[config.mk]
export PLATFORM = sky130hd
export DESIGN_NAME = timetag_top
export DESIGN_NICKNAME = d
export VERILOG_FILES = /design/src/design/timetag_pkg.sv /design/src/design/cmd_parser.sv /design/src/design/photon_tagger.sv /design/src/design/pulse_sequencer.sv /design/src/design/record_merge.sv /design/src/design/timetag_top.sv
export SDC_FILE = /design/constraint.sdc
export NUM_CORES = 1
export LEC_CHECK = 0
export ABC_AREA = 1
export BUFFER_PORTS_ARGS = -buffer_cell sky130_fd_sc_hd__buf_2
export CAP_MARGIN = 20
export CELL_PAD_IN_SITES_DETAIL_PLACEMENT = 0
export CELL_PAD_IN_SITES_GLOBAL_PLACEMENT = 1
export CORE_AREA = 4 4 253 378
export CTS_CLUSTER_SIZE = 20
export DETAILED_ROUTE_END_ITERATION = 6
export DIE_AREA = 0 0 257 382
export PLACE_DENSITY = 0.78
export SYNTH_ARGS = -nofsm -noshare
export SYNTH_HDL_FRONTEND = slang
export SYNTH_HIERARCHICAL = 1
export SYNTH_SLANG_ARGS = --single-unit
[constraint.sdc]
create_clock -name clk -period 5.4 [get_ports clk]
set_clock_uncertainty 0.2 [all_clocks]
set_input_delay 0.81 -clock clk [delete_from_list [all_inputs] [get_ports clk]]
set_output_delay 0.81 -clock clk [all_outputs]
set_load 0.01 [all_outputs]
[src/design/timetag_pkg.sv]
package timetag_pkg;

	localparam int N_DET = 4;  // Detector and laser channels

	typedef enum logic [7:0] {
		OP_NOP        = 8'h00,
		OP_WRITE_BYTE = 8'h01,  // Address, then one value byte
		OP_RESET_TIME = 8'h02,
		OP_WRITE_WORD = 8'h05   // Address, then four value bytes, MSB first
	} opcode_t;

	// Register map
	localparam logic [7:0] REG_CTRL       = 8'h01;  // Bit0 tagger run, bit1 sequencer run
	localparam logic [7:0] REG_DET_MASK   = 8'h02;
	localparam logic [7:0] REG_HOLDOFF    = 8'h03;
	localparam logic [7:0] REG_SEQ_PERIOD = 8'h04;
	localparam logic [7:0] REG_SEQ_HIGH   = 8'h05;
	localparam logic [7:0] REG_LASER_MASK = 8'h06;

	typedef struct packed {
		logic             tag_run;
		logic             seq_run;
		logic [N_DET-1:0] det_mask;
		logic [7:0]       holdoff;     // Retrigger block in cycles
		logic [31:0]      seq_period;
		logic [31:0]      seq_high;    // Laser on while phase is below this
		logic [N_DET-1:0] laser_mask;
		logic             time_clear;  // One cycle pulse
	} ctrl_regs_t;

	// One timestamped record, sent as five bytes
	typedef struct packed {
		logic             overflow;   // Records were dropped before this one
		logic [1:0]       unused;
		logic             marker;     // Sequencer period start
		logic [N_DET-1:0] det;
		logic [31:0]      timestamp;
	} record_t;

endpackage

[src/design/cmd_parser.sv]
`timescale 1ns/1ps

module cmd_parser (
	input  logic                    clk,
	input  logic                    rst_n,
	input  logic [7:0]              cmd_data,
	input  logic                    cmd_wr,
	output timetag_pkg::ctrl_regs_t regs,
	output logic                    running
);

	typedef enum logic [1:0] {
		IDLE,
		ADDR,
		DATA
	} state_t;

	state_t               state;
	timetag_pkg::opcode_t op;         // Opcode of the command in progress
	logic [7:0]           addr;
	logic [2:0]           byte_cnt;   // Value bytes taken so far
	logic [23:0]          value_hi;   // Upper bytes of a word write
	logic [31:0]          value;
	logic                 last_byte;

	assign value = (op == timetag_pkg::OP_WRITE_WORD) ? {value_hi, cmd_data} : {24'd0, cmd_data};
	assign last_byte = (op == timetag_pkg::OP_WRITE_WORD) ? (byte_cnt == 3'd3) : 1'b1;
	assign running = regs.tag_run;

	always_ff @(posedge clk) begin
		if (!rst_n) begin
			state    <= IDLE;
			op       <= timetag_pkg::OP_NOP;
			addr     <= '0;
			byte_cnt <= '0;
			value_hi <= '0;
			regs     <= '0;
		end else begin
			regs.time_clear <= 1'b0;  // Pulse only
			if (cmd_wr) begin
				case (state)
					IDLE: begin
						case (cmd_data)
							timetag_pkg::OP_WRITE_BYTE, timetag_pkg::OP_WRITE_WORD: begin
								op    <= timetag_pkg::opcode_t'(cmd_data);
								state <= ADDR;
							end
							timetag_pkg::OP_RESET_TIME: regs.time_clear <= 1'b1;
							default: ;  // Junk and NOP bytes fall through
						endcase
					end
					ADDR: begin
						addr     <= cmd_data;
						byte_cnt <= '0;
						value_hi <= '0;
						state    <= DATA;
					end
					DATA: begin
						value_hi <= {value_hi[15:0], cmd_data};
						byte_cnt <= byte_cnt + 3'd1;
						if (last_byte) begin
							state <= IDLE;
							case (addr)
								timetag_pkg::REG_CTRL: begin
									regs.tag_run <= value[0];
									regs.seq_run <= value[1];
								end
								timetag_pkg::REG_DET_MASK:   regs.det_mask <= value[3:0];
								timetag_pkg::REG_HOLDOFF:    regs.holdoff <= value[7:0];
								timetag_pkg::REG_SEQ_PERIOD: regs.seq_period <= value;
								timetag_pkg::REG_SEQ_HIGH:   regs.seq_high <= value;
								timetag_pkg::REG_LASER_MASK: regs.laser_mask <= value[3:0];
								default: ;  // Unknown address
							endcase
						end
					end
					default: state <= IDLE;
				endcase
			end
		end
	end

	// A word write takes four value bytes and then returns to IDLE
	a_byte_cnt: assert property (@(posedge clk) disable iff (!rst_n)
		byte_cnt <= 3'd4);

endmodule

[src/design/photon_tagger.sv]
`timescale 1ns/1ps

module photon_tagger #(
	parameter int SYNC_STAGES = 2
) (
	input  logic                            clk,
	input  logic                            rst_n,
	input  logic [timetag_pkg::N_DET-1:0]   detectors,
	input  timetag_pkg::ctrl_regs_t         regs,
	output logic [timetag_pkg::N_DET-1:0]   det_hit
);

	localparam int N = timetag_pkg::N_DET;

	logic [N-1:0] sync [SYNC_STAGES];  // Metastability chain
	logic [N-1:0] sync_prev;
	logic [N-1:0] edge_q;              // Registered rising edge
	logic [7:0]   hold_cnt [N];
	logic [N-1:0] hit_now;

	always_comb begin
		for (int i = 0; i < N; i++) begin
			hit_now[i] = edge_q[i] & regs.det_mask[i] & (hold_cnt[i] == 8'd0);
		end
	end

	always_ff @(posedge clk) begin
		if (!rst_n) begin
			for (int s = 0; s < SYNC_STAGES; s++) begin
				sync[s] <= '0;
			end
			sync_prev <= '0;
			edge_q    <= '0;
			det_hit   <= '0;
			for (int i = 0; i < N; i++) begin
				hold_cnt[i] <= '0;
			end
		end else begin
			sync[0] <= detectors;
			for (int s = 1; s < SYNC_STAGES; s++) begin
				sync[s] <= sync[s-1];
			end
			sync_prev <= sync[SYNC_STAGES-1];
			edge_q    <= sync[SYNC_STAGES-1] & ~sync_prev;
			det_hit   <= hit_now;
			for (int i = 0; i < N; i++) begin
				if (hit_now[i])
					hold_cnt[i] <= regs.holdoff;  // Start the dead time
				else if (hold_cnt[i] != 8'd0)
					hold_cnt[i] <= hold_cnt[i] - 8'd1;
			end
		end
	end

	// A busy holdoff counter must block the hit in the following cycle
	for (genvar g = 0; g < N; g++) begin : g_holdoff_chk
		a_holdoff: assert property (@(posedge clk) disable iff (!rst_n)
			(hold_cnt[g] != 8'd0) |=> !det_hit[g]);
	end

endmodule

[src/design/pulse_sequencer.sv]
`timescale 1ns/1ps

module pulse_sequencer (
	input  logic                            clk,
	input  logic                            rst_n,
	input  timetag_pkg::ctrl_regs_t         regs,
	output logic [timetag_pkg::N_DET-1:0]   laser_en,
	output logic                            seq_mark
);

	logic [31:0] phase;
	logic        active;
	logic        wrap;

	// A zero period counts as stopped
	assign active = regs.seq_run && (regs.seq_period != 32'd0);
	assign wrap = (phase >= regs.seq_period - 32'd1);  // Also catches a shortened period

	always_ff @(posedge clk) begin
		if (!rst_n || !active)
			phase <= '0;
		else if (wrap)
			phase <= '0;
		else
			phase <= phase + 32'd1;
	end

	always_comb begin
		laser_en = '0;
		seq_mark = 1'b0;
		if (active) begin
			if (phase < regs.seq_high)
				laser_en = regs.laser_mask;
			seq_mark = (phase == 32'd0);
		end
	end

	// Each period starts in the laser on window unless that window is empty
	a_mark_window: assert property (@(posedge clk) disable iff (!rst_n)
		seq_mark |-> (laser_en == regs.laser_mask || regs.seq_high == 32'd0));

endmodule

[src/design/record_merge.sv]
`timescale 1ns/1ps

module record_merge #(
	parameter int FIFO_DEPTH = 16
) (
	input  logic                            clk,
	input  logic                            rst_n,
	input  timetag_pkg::ctrl_regs_t         regs,
	input  logic [timetag_pkg::N_DET-1:0]   det_hit,
	input  logic                            seq_mark,
	output logic [7:0]                      data,
	output logic                            data_avail,
	input  logic                            data_accepted
);

	localparam int AW = $clog2(FIFO_DEPTH);
	localparam logic [AW:0] FULL_CNT = (AW+1)'(FIFO_DEPTH);
	localparam int RW = $bits(timetag_pkg::record_t);

	logic [31:0]          timebase;
	logic                 overflow;    // Sticky until the next stored record
	timetag_pkg::record_t new_rec;
	logic                 event_now;
	logic                 full;
	logic                 wr_en;
	logic                 rd_en;
	timetag_pkg::record_t mem [FIFO_DEPTH];
	logic [AW-1:0]        wr_ptr;
	logic [AW-1:0]        rd_ptr;
	logic [AW:0]          count;
	logic [RW-1:0]        shreg;       // Record being sent, current byte on top
	logic [2:0]           byte_idx;
	logic                 busy;
	logic                 last_accept;

	always_ff @(posedge clk) begin
		if (!rst_n || regs.time_clear)
			timebase <= '0;
		else if (regs.tag_run)
			timebase <= timebase + 32'd1;
	end

	// Merge of this cycle's events
	always_comb begin
		new_rec.overflow  = overflow;
		new_rec.unused    = 2'b00;
		new_rec.marker    = seq_mark;
		new_rec.det       = det_hit;
		new_rec.timestamp = timebase;
	end

	assign event_now = (|det_hit) || seq_mark;
	assign full = (count == FULL_CNT);
	assign wr_en = event_now && !full;

	assign last_accept = busy && data_accepted && (byte_idx == 3'd4);
	assign rd_en = (count != '0) && (!busy || last_accept);

	assign data = shreg[RW-1 -: 8];
	assign data_avail = busy;

	always_ff @(posedge clk) begin
		if (wr_en)
			mem[wr_ptr] <= new_rec;
	end

	always_ff @(posedge clk) begin
		if (!rst_n) begin
			wr_ptr   <= '0;
			rd_ptr   <= '0;
			count    <= '0;
			overflow <= 1'b0;
		end else begin
			if (wr_en)
				wr_ptr <= wr_ptr + 1'b1;
			if (rd_en)
				rd_ptr <= rd_ptr + 1'b1;
			count <= count + (AW+1)'(wr_en) - (AW+1)'(rd_en);
			if (event_now && full)
				overflow <= 1'b1;  // Record dropped
			else if (wr_en)
				overflow <= 1'b0;  // Flag left with this record
		end
	end

	// Five byte serializer, header first
	always_ff @(posedge clk) begin
		if (!rst_n) begin
			busy     <= 1'b0;
			byte_idx <= '0;
		end else if (rd_en) begin
			busy     <= 1'b1;
			byte_idx <= '0;
		end else if (busy && data_accepted) begin
			if (byte_idx == 3'd4)
				busy <= 1'b0;
			else
				byte_idx <= byte_idx + 3'd1;
		end
	end

	always_ff @(posedge clk) begin
		if (rd_en)
			shreg <= mem[rd_ptr];
		else if (busy && data_accepted)
			shreg <= shreg << 8;
	end

	a_no_write_full: assert property (@(posedge clk) disable iff (!rst_n)
		wr_en |-> count != FULL_CNT);

	a_no_read_empty: assert property (@(posedge clk) disable iff (!rst_n)
		rd_en |-> count != '0);

endmodule

[src/design/timetag_top.sv]
`timescale 1ns/1ps

module timetag_top #(
	parameter int FIFO_DEPTH  = 16,
	parameter int SYNC_STAGES = 2
) (
	input  logic                            clk,
	input  logic                            rst_n,
	input  logic [7:0]                      cmd_data,
	input  logic                            cmd_wr,
	input  logic [timetag_pkg::N_DET-1:0]   detectors,
	input  logic                            data_accepted,
	output logic [timetag_pkg::N_DET-1:0]   laser_en,
	output logic                            running,
	output logic [7:0]                      data,
	output logic                            data_avail
);

	timetag_pkg::ctrl_regs_t             regs;
	logic [timetag_pkg::N_DET-1:0]       det_hit;
	logic                                seq_mark;  // Period start strobe

	cmd_parser cmd_parser (
		.clk      (clk),
		.rst_n    (rst_n),
		.cmd_data (cmd_data),
		.cmd_wr   (cmd_wr),
		.regs     (regs),
		.running  (running)
	);

	photon_tagger #(
		.SYNC_STAGES (SYNC_STAGES)
	) photon_tagger (
		.clk       (clk),
		.rst_n     (rst_n),
		.detectors (detectors),
		.regs      (regs),
		.det_hit   (det_hit)
	);

	pulse_sequencer pulse_sequencer (
		.clk      (clk),
		.rst_n    (rst_n),
		.regs     (regs),
		.laser_en (laser_en),
		.seq_mark (seq_mark)
	);

	record_merge #(
		.FIFO_DEPTH (FIFO_DEPTH)
	) record_merge (
		.clk           (clk),
		.rst_n         (rst_n),
		.regs          (regs),
		.det_hit       (det_hit),
		.seq_mark      (seq_mark),
		.data          (data),
		.data_avail    (data_avail),
		.data_accepted (data_accepted)
	);

endmodule

After elaboration in Yosys (flattened, before gate mapping) --
Memory sizes are Yosys's and may differ from the RTL's. A register that Yosys moved wholly into a read port is not among the register bits. Cells that the tools add are included.
Operators by class: $add $sub $neg 13, order comparisons 2, equal/unequal tests 17, mux-type cells 62, bitwise logic cells 22, reductions and logical operators 47
Operators by type and width (number):
- $mux W40 | 2
- $add A32 B1 Y32 const B | 2
- $mux W8 | 8
- $pmux W24 S2 | 1
- $eq A8 B3 Y1 const B | 5
- $mux W1 | 40
- $ge A32 B32 Y1 | 1
- $logic_not A32 Y1 | 1
- $logic_not A8 Y1 | 4
- $lt A32 B32 Y1 | 1
- $mux W32 | 1
- $reduce_bool A32 Y1 | 1
- $reduce_bool A8 Y1 | 4
- $sub A32 B1 Y32 const B | 1
- $sub A8 B1 Y8 const B | 4
- $eq A8 B2 Y1 const B | 3
- $mux W4 | 6
- $reduce_and A4 Y1 | 6
- $eq A8 B1 Y1 const B | 2
- $or A1 B1 Y1 | 10
- $reduce_and A3 Y1 | 3
- $add A4 B1 Y4 const B | 2
- $and A1 B1 Y1 | 8
- $reduce_and A2 Y1 | 4
- 24 further kinds | 43
Word-level totals: register bits 262, bits in writable memories 648, input bits 16, output and inout bits 14, word-level logic and storage cells 191, memories 3
Memory list:
- record_merge.mem | depth 16, bits a word 38, rd ports 1, clocked after Yosys merged registers in 1, wr ports 1, RTL line record_merge.sv:27 | timetag_pkg::record_t mem [FIFO_DEPTH];
- photon_tagger.hold_cnt | depth 4, bits a word 8, rd ports 4, clocked after Yosys merged registers in 0, wr ports 4, RTL line photon_tagger.sv:18 | logic [7:0] hold_cnt [N];
- photon_tagger.sync | depth 2, bits a word 4, rd ports 2, clocked after Yosys merged registers in 0, wr ports 2, RTL line photon_tagger.sv:15 | logic [N-1:0] sync [SYNC_STAGES];

Longest topological paths before layout --
An unclocked memory read counts as a cell.
depth in word-level cells 8, gate-level depth with buffers 21

Cells and area by module --
The synthesis kept the hierarchy.
Modules (own cells, without submodules):
- record_merge | times used 1, cells each 2525, area an instance 28768.8 um^2, seq. area each 20539.7 um^2
- cmd_parser | times used 1, cells each 793, area an instance 5486.5 um^2, seq. area each 2562.5 um^2
- pulse_sequencer | times used 1, cells each 659, area an instance 4149.0 um^2, seq. area each 640.6 um^2
- photon_tagger | times used 1, cells each 350, area an instance 2845.2 um^2, seq. area each 1361.3 um^2

Least setup slack after synthesis --
Ideal clock, no wire load.
kind register to register, from register pulse_sequencer.phase[0], to memory record_merge/mem[11][0] in the netlist's numbering, enable pin, library setup time 433 ps, arrival 3625 ps, data required time 4767 ps, setup slack 1142 ps, stages on the path, launching flop included 13, buffers on the path 0, clock period less this slack 4258 ps, cells stage by stage dfxtp_1 inv_1 ha_1 nand4_1 nor4_1 nand2_1 nor2_1 nor3_1 nand2_1 nand2_1 inv_1 nand2_1 nor2_1
On the way: longest elaborated chain between the ends 6
RTL lines:
- from (decl) | RTL line pulse_sequencer.sv:11 | logic [31:0] phase;
- from (signal assigned) | RTL line pulse_sequencer.sv:25 | phase <= phase + 32'd1;
- $logic_not A32 Y1 | RTL line pulse_sequencer.sv:34 | seq_mark = (phase == 32'd0);
- $mux W1 | RTL line pulse_sequencer.sv:31 | if (active) begin
- via seq_mark | RTL line timetag_top.sv:21 | logic seq_mark;
- $logic_or A1 B1 Y1 | RTL line record_merge.sv:52 | assign event_now = (|det_hit) || seq_mark;
- $logic_and A1 B1 Y1 | RTL line record_merge.sv:54 | assign wr_en = event_now && !full;
- via record_merge.wr_en | RTL line record_merge.sv:25 | logic wr_en;
- $mux W1 | RTL line record_merge.sv:63 | if (wr_en)
- $mux W1 (implied by the code) | RTL line record_merge.sv:64 | mem[wr_ptr] <= new_rec;
- to (decl) | RTL line record_merge.sv:27
The timed path passes the listed nets, and every way through them passes these cells.

Worst setup path in the final report --
from register pulse_sequencer.phase[0], to memory record_merge/mem[6][29] in the netlist's numbering, enable pin
Same word-level chain as after synthesis.

==> metrics.cfg <==
[sta]
setup_viol = 0
max_freq_mhz = 247
finalHoldViolCount = 0
slew_violations = 0
timing.final.crit_share_pct = 75.1
rsz0062_at_grt = no
relSlewSlack_pct = 24.4
min_period_ps = 4050
worst_pin_slew_ps = 1130
timing.hold.ws_ps = 128
finalSetupTns_ps = 0

[route]
drt_pass1_iterations = 5
via_per_inst = 5.12
drt_wl_total_um = 106000
vias = 28764
ant_nets = 0
drc = 0
routedWlPerCell_um = 18.8
initialDrtViolationCount = 1975

[final_layout]
area_delta_synth_final_pct = 10.3
fillers = 8463
fin_util_pct = 49.4
drive_above_1_share_pct = 7.41
antenna_cells = 0
final-seq-area_um2 = 25100
final_nets = 4411
multiInputGateArea_um2 = 13700
final_cell_area_um2 = 45500
fin_cells = 5616

[hold_path]
hold_depth = 3
holdCritStartpoint = detectors[1]
min-delay-path-class = in2reg
hold_end = photon_tagger/sync[0][1]

[synth]
synth-async-reset-ratio_pct = 0
syn_area_per_cell_um2 = 9.53
yosysWarnings = 6
ys.flop_type = edfxtp_1
synth.cell_area_um2 = 41200
synth_top_area_share_pct = 49.5
syn_inst = 4327
synth_edf_count = 680
yosysTopAreaCell = edfxtp_1
yosysUniqueCellTypes = 50
ys_seq_elements = 914
ys_seq_area_share_pct = 60.9
synth_nets = 4437
synth_area_leaders = edfxtp_1 (50%), nand2_1 (11%), dfxtp_1 (11%), nand3_1 (6.0%), nor2_1 (4.6%)

[cts]
cts_resized = 0
ctsHoldBuffers = 0
cts_buffer_depth = 3
cts_post_setup_buffers_inserted = 0
htreeDepth = 3
clkLatencyLatePin_ps = 670
cts_buffers = 89
root_buffer = clkbuf_16
cts_tree = built
clkSinkCount = 914
clk_pin_slew_ps = 60

[power_and_ir_drop]
clkPwrFrac_pct = 34.7
p_comb_share_pct = 22.4
peakVddDrop_mv = 0.391
power.density_nw_per_um2 = 416
p_seq_share_pct = 42.9
p_int_mw = 13.0
switching_power_mw = 5.95
leakagePower_nw = 18.3
switching_share_pct = 31.5

[global_route]
first_global_vias = 28044
grt_pass1_wl_um = 162000
grt_max_degree = 168
grt_overflow_total = 0
antenna_found_initial = 0
grt.total_usage_pct = 21.3

[worst_setup_path]
critPathRequiredTime_ps = 5530
rr_startpoint = pulse_sequencer/phase[0]
critPathMaxFanout = 20
reg2regPathDepth = 14
arrival_ps = 4190
r2r-end = record_merge/mem[6][29]
crit_type = reg2reg
critPathLaunchType = flop
critPathCaptureType = flop
r2r_slack_ps = 1350

[floorplanning]
initial_core_util_pct = 44.8
core_um2 = 92100
die_h_um = 382
rows = 136
dieArea_um2 = 98200
pin_count = 30
die_width_um = 257

[placed_design]
port_buffers = 29
place_congestion = 0.901
placedCellCount = 5452
dp_hpwl_um = 67200
place_area_um2 = 42400

[run_status]
status = finished, final reports clean

[run]
maxCapViolations = 0

-- area by class of cell --
cell class	instances	share of cell area, %
clock buffer	102	5.00
inverter	376	3.13
timing repair buffer	70	1.33
multi-input combinational	2850	30.1
clock inverter	62	1.77
sequential	914	55.2
tap	1242	3.42
-- kinds of logic (layout without fill, tap and decap cells) --
kind of cell               Yosys count  count (layout)  synth area share [%]
adders and majority gates           94              94                  2.87
xor gates and xnor gates            75              75                  1.59
AOI/OAI and AO/OA                  269             269                  3.62
and+or+nand+nor                   2412            2412                  24.8
DFF                                914             914                  60.9
buffers and inverters              563             610                  6.22
-- metrics by stage --
step / worst slack [ps] / total power, mW
final: 1350 / 18.9
after global routing: 1050 / 19.9
after CTS: 1320 / 19.1
after detailed placement: 1330 / 12.5
after global placement: 1400 / 12.5
after floorplan: 1140 / 11.4
-- power by group through the flow --
stage          clock network, mW  registers [mW]  logic, mW
4_1_cts                     6.71            8.11       4.29
2_1_floorplan                  0            8.18       3.24
3_5_place_dp                   0            8.26       4.27
6_report                    6.56            8.11       4.24
5_1_grt                     6.97            8.14       4.78
3_3_place_gp                   0            8.25       4.24
-- worst max-delay path: stages, from the launching register on --
cell and delay [ps]:
dfxtp_1 340, inv_1 160, ha_1 180, nand4_1 230, nor4_1 340, nand2_1 80, nor2_1 160, buf_4 250
nor3_1 60, nand2_1 110, nand2_1 120, inv_1 220, nand2_1 270, nor2_4 540, buf_4 450
-- cell usage after synthesis (4+ instances only) --
cell / count
nor4_1: 8
dfxtp_1: 234
nor3_1: 37
nor3_2: 4
a21oi_1: 100
nand4_1: 30
nor3_4: 6
nand3_2: 6
o21ai_2: 5
nand2_1: 1251
nor2_4: 10
ha_1: 93
o21ai_0: 80
buf_6: 27
xor2_1: 58
nor2_2: 20
buf_1: 6
o21a_1: 5
inv_1: 359
clkbuf_1: 42
buf_2: 73
edfxtp_1: 680
o211ai_1: 15
inv_2: 12
nand3_1: 497
clkinv_1: 4
a211oi_1: 16
xnor2_1: 17
buf_4: 37
nand2_2: 17
nor2_1: 511
o21ai_1: 38
-- worst max path at each step --
stage                             startpoint                       to  slack, ps  depth (start not counted)
floorplan           pulse_sequencer/phase[0]  record_merge/mem[11][0]       1140                         12
global placement    pulse_sequencer/phase[0]  record_merge/mem[6][19]       1400                         14
detailed placement  pulse_sequencer/phase[0]  record_merge/mem[6][30]       1330                         14
CTS                 pulse_sequencer/phase[0]  record_merge/mem[6][37]       1320                         14
global route        pulse_sequencer/phase[0]  record_merge/mem[6][23]       1050                         14
finish              pulse_sequencer/phase[0]  record_merge/mem[6][29]       1350                         14
-- metal layers --
layer / GRT usage, % / part of all wire [%] / up-vias
met5: 0 / 0 / -
met1: 24.6 / 38 / 13638
met4: 9.02 / 3.8 / 0
met3: 2.12 / 4.3 / 166
li1: - / - / 14249
met2: 39.9 / 53 / 711
-- sequential cells by signal (all words and copies together) (netlist names), 4 cells and up, named ones only --
signal	cells
cmd_parser/value_hi	24
photon_tagger/det_hit	4
photon_tagger/hold_cnt	32
cmd_parser/regs	82
photon_tagger/sync	8
pulse_sequencer/phase	32
photon_tagger/edge_q	4
photon_tagger/sync_prev	4
record_merge/wr_ptr	4
cmd_parser/addr	8
record_merge/rd_ptr	4
record_merge/count	5
record_merge/mem	608
cmd_parser/op	8
record_merge/timebase	32
record_merge/shreg	40
-- cells in the final DEF, fill, tap and decap left out, types with 4 or more instances in the layout --
master and count:
dfxtp_1 230, o21ai_2 5, a211oi_1 16, clkbuf_16 89, nor2_2 20, nand4_1 30
edfxtp_1 680, clkinvlp_4 7, nand3_1 497, nand2_2 18, xnor2_1 17, o21a_1 5
nor2_4 26, a21oi_1 100, buf_2 28, nor3_1 37, o211ai_1 15, ha_1 93
inv_1 357, nor4_1 8, buf_12 12, o21ai_1 38, clkinv_2 17, nand2_1 1250
nor3_2 4, nand3_2 6, inv_2 12, nor3_4 6, clkinv_1 16, clkbuf_1 13
xor2_1 58, nor2_1 495, o21ai_0 79, buf_4 30, bufinv_16 16
Power figures use the tool's default switching activity.
